[src/verilog/meta_pkg.sv]
/*
 * packet metadata types
 * input meta items, the inserted header word and the superframe summary
 */
package meta_pkg;

    // packet length in words
    typedef logic [11:0] pkt_len_t;
    typedef logic [3:0]  channel_t;
    // packet count or index inside a superframe
    typedef logic [3:0]  pkt_cnt_t;
    // superframe length in words
    typedef logic [15:0] spkt_len_t;

    // one item of the metadata stream
    typedef struct packed {
        pkt_len_t len;
        channel_t channel;
    } pkt_meta_t;

    // header word put in front of each packet, 32 bits
    typedef struct packed {
        logic [10:0] pad;
        pkt_cnt_t    pkt_idx;
        logic        mismatch;
        channel_t    channel;
        pkt_len_t    len;
    } pkt_hdr_t;

    // summary sent with the last word of a superframe
    typedef struct packed {
        spkt_len_t total_len;
        pkt_cnt_t  pkt_cnt;
        logic      discard;
    } spkt_info_t;

endpackage

[src/verilog/frame_pkg.sv]
/*
 * frame bus types
 * one data word and the beat that carries it with its framing flags
 */
package frame_pkg;

    // width of one frame bus word
    localparam int FRAME_WORD_W = 32;

    // one data word of the frame bus
    typedef logic [FRAME_WORD_W-1:0] frame_word_t;

    // one bus beat, word plus start/end of frame marks
    typedef struct packed {
        frame_word_t data;
        logic        sof;
        logic        eof;
    } frame_beat_t;

endpackage
[src/verilog/packer_top.sv]
/*
 * packer subsystem top level
 * frame input through FIFO and skid register into the packer,
 * metadata straight to the packer
 */
`timescale 1ns/1ns

module packer_top
    import frame_pkg::*;
    import meta_pkg::*;
#(
    parameter int FIFO_DEPTH     = 16,
    parameter int SPKT_MIN_WORDS = 24,
    parameter int SPKT_MAX_PKTS  = 4
) (
    input  logic        clk,
    input  logic        rst,

    input  frame_beat_t frame_in,
    input  logic        frame_in_valid,
    output logic        frame_in_ready,

    input  pkt_meta_t   meta_in,
    input  logic        meta_in_valid,
    output logic        meta_in_ready,

    output frame_beat_t frame_out,
    output spkt_info_t  spkt_out,
    output logic        frame_out_valid,
    input  logic        frame_out_ready
);

    // FIFO to skid
    frame_beat_t buffer_beat;
    logic        buffer_valid;
    logic        buffer_ready;

    // skid to packer
    frame_beat_t pipe_beat;
    logic        pipe_valid;
    logic        pipe_ready;

    frame_fifo #(
        .FIFO_DEPTH (FIFO_DEPTH)
    ) fifo_i (
        .clk       (clk),
        .rst       (rst),
        .in_beat   (frame_in),
        .in_valid  (frame_in_valid),
        .in_ready  (frame_in_ready),
        .out_beat  (buffer_beat),
        .out_valid (buffer_valid),
        .out_ready (buffer_ready)
    );

    frame_skid skid_i (
        .clk       (clk),
        .rst       (rst),
        .in_beat   (buffer_beat),
        .in_valid  (buffer_valid),
        .in_ready  (buffer_ready),
        .out_beat  (pipe_beat),
        .out_valid (pipe_valid),
        .out_ready (pipe_ready)
    );

    frame_packer #(
        .SPKT_MIN_WORDS (SPKT_MIN_WORDS),
        .SPKT_MAX_PKTS  (SPKT_MAX_PKTS)
    ) packer_i (
        .clk        (clk),
        .rst        (rst),
        .in_beat    (pipe_beat),
        .in_valid   (pipe_valid),
        .in_ready   (pipe_ready),
        .meta       (meta_in),
        .meta_valid (meta_in_valid),
        .meta_ready (meta_in_ready),
        .out_beat   (frame_out),
        .out_spkt   (spkt_out),
        .out_valid  (frame_out_valid),
        .out_ready  (frame_out_ready)
    );

endmodule

[src/verilog/frame_packer.sv]
/*
 * frame packer
 * puts a header word in front of each packet, joins packets into
 * superframes and reports a summary with the last superframe word
 */
`timescale 1ns/1ns

module frame_packer
    import frame_pkg::*;
    import meta_pkg::*;
#(
    parameter int SPKT_MIN_WORDS = 24,
    parameter int SPKT_MAX_PKTS  = 4
) (
    input  logic        clk,
    input  logic        rst,

    input  frame_beat_t in_beat,
    input  logic        in_valid,
    output logic        in_ready,

    input  pkt_meta_t   meta,
    input  logic        meta_valid,
    output logic        meta_ready,

    output frame_beat_t out_beat,
    output spkt_info_t  out_spkt,
    output logic        out_valid,
    input  logic        out_ready
);

    typedef enum logic [1:0] {
        st_idle,
        st_header,
        st_data
    } state_t;

    state_t    state;
    pkt_meta_t cur_meta;
    // index of the current packet in its superframe
    pkt_cnt_t  pkt_idx;
    // data words already passed of the current packet
    pkt_len_t  word_cnt;
    // data words of the finished packets in the open superframe
    spkt_len_t spkt_words;
    logic      discard;

    pkt_hdr_t  hdr;
    pkt_len_t  pkt_words;
    spkt_len_t data_total;
    pkt_cnt_t  pkt_num;
    logic      len_bad;
    logic      spkt_close;
    logic      in_xfer;
    logic      last_xfer;
    logic      meta_accept;

    // figures as they stand with the current data beat included
    assign pkt_words  = word_cnt + 1'b1;
    assign data_total = spkt_words + spkt_len_t'(pkt_words);
    assign pkt_num    = pkt_idx + 1'b1;
    assign len_bad    = (pkt_words != cur_meta.len);

    // closing rule, checked on each packet's last word
    assign spkt_close = (data_total >= spkt_len_t'(SPKT_MIN_WORDS))
                     || (pkt_num == pkt_cnt_t'(SPKT_MAX_PKTS));

    assign in_xfer   = in_valid && in_ready;
    assign last_xfer = in_xfer && in_beat.eof;

    // next meta may be taken together with the last word of a packet,
    // so the header is the only extra cycle
    assign meta_ready  = (state == st_idle) || last_xfer;
    assign meta_accept = meta_valid && meta_ready;

    always_comb begin
        hdr          = '0;
        hdr.len      = cur_meta.len;
        hdr.channel  = cur_meta.channel;
        hdr.mismatch = 1'b0;
        hdr.pkt_idx  = pkt_idx;
    end

    always_comb begin
        out_beat  = '0;
        out_valid = 1'b0;
        in_ready  = 1'b0;
        case (state)
            st_header: begin
                out_valid     = 1'b1;
                out_beat.data = hdr;
                // first header opens the superframe
                out_beat.sof  = (pkt_idx == '0);
            end
            st_data: begin
                out_valid     = in_valid;
                in_ready      = out_ready;
                out_beat.data = in_beat.data;
                out_beat.eof  = in_beat.eof && spkt_close;
            end
            default: begin
                out_valid = 1'b0;
            end
        endcase
    end

    // only looked at on the eof beat
    assign out_spkt.total_len = data_total + spkt_len_t'(pkt_num);
    assign out_spkt.pkt_cnt   = pkt_num;
    assign out_spkt.discard   = discard || len_bad;

    always_ff @(posedge clk) begin
        if (meta_accept) begin
            cur_meta <= meta;
        end
    end

    always_ff @(posedge clk) begin
        if (rst) begin
            state      <= st_idle;
            pkt_idx    <= '0;
            word_cnt   <= '0;
            spkt_words <= '0;
            discard    <= 1'b0;
        end else begin
            case (state)
                st_idle: begin
                    if (meta_accept) begin
                        state <= st_header;
                    end
                end
                st_header: begin
                    if (out_ready) begin
                        state <= st_data;
                    end
                end
                st_data: begin
                    if (last_xfer) begin
                        state    <= meta_accept ? st_header : st_idle;
                        word_cnt <= '0;
                        if (spkt_close) begin
                            pkt_idx    <= '0;
                            spkt_words <= '0;
                            discard    <= 1'b0;
                        end else begin
                            pkt_idx    <= pkt_num;
                            spkt_words <= data_total;
                            discard    <= discard || len_bad;
                        end
                    end else if (in_xfer) begin
                        word_cnt <= pkt_words;
                    end
                end
                default: begin
                    state <= st_idle;
                end
            endcase
        end
    end

endmodule

[src/verilog/frame_skid.sv]
/*
 * two-entry skid register between FIFO and packer
 * registered in_ready at full throughput
 */
`timescale 1ns/1ns

module frame_skid
    import frame_pkg::*;
(
    input  logic        clk,
    input  logic        rst,

    input  frame_beat_t in_beat,
    input  logic        in_valid,
    output logic        in_ready,

    output frame_beat_t out_beat,
    output logic        out_valid,
    input  logic        out_ready
);

    frame_beat_t main_beat;
    frame_beat_t spare_beat;
    logic        main_valid;
    logic        spare_valid;
    logic        main_load;
    logic        in_xfer;

    // ready straight from a flop
    assign in_ready  = !spare_valid;
    assign out_valid = main_valid;
    assign out_beat  = main_beat;

    // main register empty or being drained this cycle
    assign main_load = out_ready || !main_valid;
    assign in_xfer   = in_valid && in_ready;

    always_ff @(posedge clk) begin
        if (rst) begin
            main_valid  <= 1'b0;
            spare_valid <= 1'b0;
        end else if (main_load) begin
            if (spare_valid) begin
                main_valid  <= 1'b1;
                spare_valid <= 1'b0;
            end else begin
                main_valid <= in_valid;
            end
        end else if (in_xfer) begin
            // output stalled, park the beat
            spare_valid <= 1'b1;
        end
    end

    always_ff @(posedge clk) begin
        if (main_load) begin
            main_beat <= spare_valid ? spare_beat : in_beat;
        end
        if (!main_load && in_xfer) begin
            spare_beat <= in_beat;
        end
    end

endmodule

[src/verilog/frame_fifo.sv]
/*
 * synchronous FIFO for frame beats
 * valid/ready on both sides, a written beat is readable the next cycle
 */
`timescale 1ns/1ns

module frame_fifo
    import frame_pkg::*;
#(
    parameter int FIFO_DEPTH = 16
) (
    input  logic        clk,
    input  logic        rst,

    input  frame_beat_t in_beat,
    input  logic        in_valid,
    output logic        in_ready,

    output frame_beat_t out_beat,
    output logic        out_valid,
    input  logic        out_ready
);

    localparam int PTR_W = (FIFO_DEPTH > 1) ? $clog2(FIFO_DEPTH) : 1;
    localparam int CNT_W = $clog2(FIFO_DEPTH + 1);

    typedef logic [PTR_W-1:0] ptr_t;
    typedef logic [CNT_W-1:0] cnt_t;

    frame_beat_t mem [FIFO_DEPTH];
    ptr_t        wr_ptr;
    ptr_t        rd_ptr;
    cnt_t        count;
    logic        do_wr;
    logic        do_rd;

    // pointer step with wrap for any depth
    function automatic ptr_t ptr_next(input ptr_t ptr);
        ptr_t nxt;
        if (ptr == ptr_t'(FIFO_DEPTH - 1)) begin
            nxt = '0;
        end else begin
            nxt = ptr + 1'b1;
        end
        return nxt;
    endfunction

    assign in_ready  = (count != cnt_t'(FIFO_DEPTH));
    assign out_valid = (count != '0);
    assign out_beat  = mem[rd_ptr];

    assign do_wr = in_valid && in_ready;
    assign do_rd = out_valid && out_ready;

    always_ff @(posedge clk) begin
        if (do_wr) begin
            mem[wr_ptr] <= in_beat;
        end
    end

    always_ff @(posedge clk) begin
        if (rst) begin
            wr_ptr <= '0;
            rd_ptr <= '0;
            count  <= '0;
        end else begin
            if (do_wr) begin
                wr_ptr <= ptr_next(wr_ptr);
            end
            if (do_rd) begin
                rd_ptr <= ptr_next(rd_ptr);
            end
            // occupancy only moves when one side transfers alone
            case ({do_wr, do_rd})
                2'b10: count <= count + 1'b1;
                2'b01: count <= count - 1'b1;
                default: count <= count;
            endcase
        end
    end

endmodule

[config.mk]
export PLATFORM = sky130hd
export DESIGN_NAME = packer_top
export DESIGN_NICKNAME = d
export VERILOG_FILES = /design/src/verilog/meta_pkg.sv /design/src/verilog/frame_pkg.sv /design/src/verilog/packer_top.sv /design/src/verilog/frame_packer.sv /design/src/verilog/frame_skid.sv /design/src/verilog/frame_fifo.sv
export SDC_FILE = /design/constraint.sdc
export NUM_CORES = 1
export LEC_CHECK = 0
export BUFFER_PORTS_ARGS = -buffer_cell sky130_fd_sc_hd__buf_2
export CORE_MARGIN = 2
export CORE_UTILIZATION = 34
export DETAILED_ROUTE_END_ITERATION = 16
export MAX_ROUTING_LAYER = met4
export PLACE_DENSITY = 0.5
export SKIP_CTS_REPAIR_TIMING = 1
export SLEW_MARGIN = 20
export SYNTH_ARGS = -nofsm -noshare
export SYNTH_HDL_FRONTEND = slang
export SYNTH_HIERARCHICAL = 1
export SYNTH_SLANG_ARGS = --single-unit
export TNS_END_PERCENT = 100
[constraint.sdc]
create_clock -name clk -period 7.8 [get_ports clk]
set_clock_uncertainty 0.1 [all_clocks]
set_input_delay 0.78 -clock clk [delete_from_list [all_inputs] [get_ports clk]]
set_output_delay 0.78 -clock clk [all_outputs]
set_load 0.05 [all_outputs]
==> impl_metrics.tcl <==
set metrics [dict create \
    start_util 0.342 \
    final_common_cell "edfxtp_1" \
    peakVddDrop_mv 0.182 \
    clockBufferDepth 3 \
    worst-slew-pin-transition_ns 1.04 \
    hold_start "meta_in[3]" \
    place.gp.congestion 0.765 \
    seq_area_um2 19400 \
    hold_viol 0 \
    grt_pass1_vias 14400 \
    vias 13700 \
    rsz0062_at_grt "false" \
    drt-initial-drc-count 986 \
    maxSlewViolCount 0 \
    critPathLaunch "packer_i/word_cnt[2]" \
    cpLargestDelayFamily "simple AND/OR/NAND/NOR gates" \
    clk_pin_slew_worst_paths_ns 0.06 \
    grt_use_total 0.163 \
    wl_met2_um 33000 \
    grt.overflow.total 0 \
    crit_slowest_cell "nor4_1" \
    hpwlAfterDp_um 34500 \
    top_layer_used "met4" \
    drt_drc_violations_left 0 \
    vias_per_cell 5.09 \
    die_w_um 288 \
    detail-route-antenna-nets 0 \
    row_count 104 \
    drtPass1Iterations 5 \
    cts_buffers 76 \
    multiInputGateArea_um2 7600 \
    syn_nets 1523 \
    root_buffer "clkbuf_16" \
    syn_inst 1433 \
    clock_sinks 664 \
    wl_met3_um 2850 \
    portBuffers 111 \
    syn_area_um2 27500 \
    grt_start_max_net_pins 88 \
    wirelength_um 65100 \
    die_h_um 288 \
    setup_violations 0 \
    grt_pass1_wl_um 95500 \
    crit_buf_inv 1 \
    fin_util 0.394 \
    synthToLayoutAreaGrowth_pct 15.1 \
    leakagePower_nw 10.4 \
    clk_latency_ns 0.62 \
    cp-end-kind "primary output" \
    max_cap_viol_count 0 \
    tritoncts "done" \
    syn_area_per_cell_um2 19.2 \
    status "complete, no violations" \
    holdWs_ns 0.249 \
    crit_path_frequent_cell "o21a_1" \
    setup_slack_ns 2.10 \
    cp_max_fo 8 \
    drive_gt1_frac 0.298 \
    ios 113 \
    p_per_area_nw_per_um2 318 \
    max_stage_delay_ns 0.54 \
    wl_met1_um 27900 \
    yosysWarnings 6 \
    fill_cells 7182 \
    antenna_found_initial 10 \
    dieArea_um2 83100 \
    nets 1668 \
    pre_cts_ws_ns 2.77 \
    start_kind "flip-flop" \
    slew_headroom 0.305 \
    hp-class "in2reg" \
    layout_common_cells "610 x edfxtp_1, 165 x mux4_2, 111 x buf_2" \
    worstSetupPathType "reg2out" \
    r2r_start "packer_i/word_cnt[2]" \
    wl_per_cell_um 24.1 \
    timing.fmax_ghz 0.175 \
    fin_setup_tns_ns 0 \
    crit_arrival_ns 4.82 \
    min_period_ns 5.70 \
    crit_required_ns 6.92 \
    core_area_um2 80300 \
    htreeDepth 3 \
    fin_crit_sh 0.731 \
    path_cells "nand3_1 -> nor4_1 -> xor2_1 -> ha_1 -> and4_1 -> o21a_1 -> o21a_1 -> or3_1 -> a2111oi_2 -> nand4_1 -> xnor2_1 -> buf_2" \
]
==> final cells by class <==
type	count	share of cell area
multi-input cells	669	0.241
inverters	29	0.00344
diodes	7	0.000554
well taps	1060	0.0420
flip-flops and latches	664	0.614
repair buffers	138	0.0244
clock buffers	97	0.0643
clock inverters	35	0.0105
==> path summary, 6_finish.rpt <==
kind / to / slack (ns) / cells past startpoint
worst max-delay path: spkt_out[20] / 2.10 / 12
worst min register to register: packer_i/spkt_words[10] / 0.37 / 1
worst min-delay path: packer_i/cur_meta[3] / 0.25 / 1
worst max register to register: packer_i/spkt_words[3] / 3.27 / 11
==> worst reg2reg max path, cell delays in order, from the launching register on <==
cell and delay [ns]:
dfxtp_1 0.46, nand3_1 0.28, nor4_1 0.58, xor2_1 0.50, ha_1 0.43, a21oi_1 0.31, nor3_1 0.10, a2111oi_2 0.28
o311ai_1 0.23, a2111o_1 0.47, nor4_4 0.51, a22o_1 0.23
==> stage by stage <==
step	power, W	area, um2	instances
3_3_place_gp	0.00674	29200	2560
6_report	0.0100	31600	2699
2_1_floorplan	0.00616	27500	1433
4_1_cts	0.0102	31600	2692
5_1_grt	0.0105	31600	2698
3_5_place_dp	0.00677	29200	2560
==> registers in the layout (all words and copies together), names as in the netlist, named ones only <==
signal	cells
skid_i/spare_beat	33
skid_i/out_valid	1
fifo_i/mem	528
skid_i/spare_valid	1
packer_i/discard	1
packer_i/cur_meta	16
packer_i/spkt_words	16
fifo_i/count	5
skid_i/out_beat	33
packer_i/pkt_idx	4
fifo_i/wr_ptr	4
packer_i/state	2
fifo_i/rd_ptr	4
packer_i/word_cnt	12
==> where the power goes <==
part	internal (W)	total, W	switching (W)
Clock	0.00201	0.00340	0.00139
Sequential	0.00428	0.00451	0.000225
Combinational	0.00100	0.00213	0.00113
==> layer usage <==
layer	vias up	global-route usage
met5	-	-
met4	0	0.0460
met1	7242	0.204
met3	98	0.0265
met2	272	0.275
li1	6131	-
No activity file was read; power rests on OpenSTA's default activity.
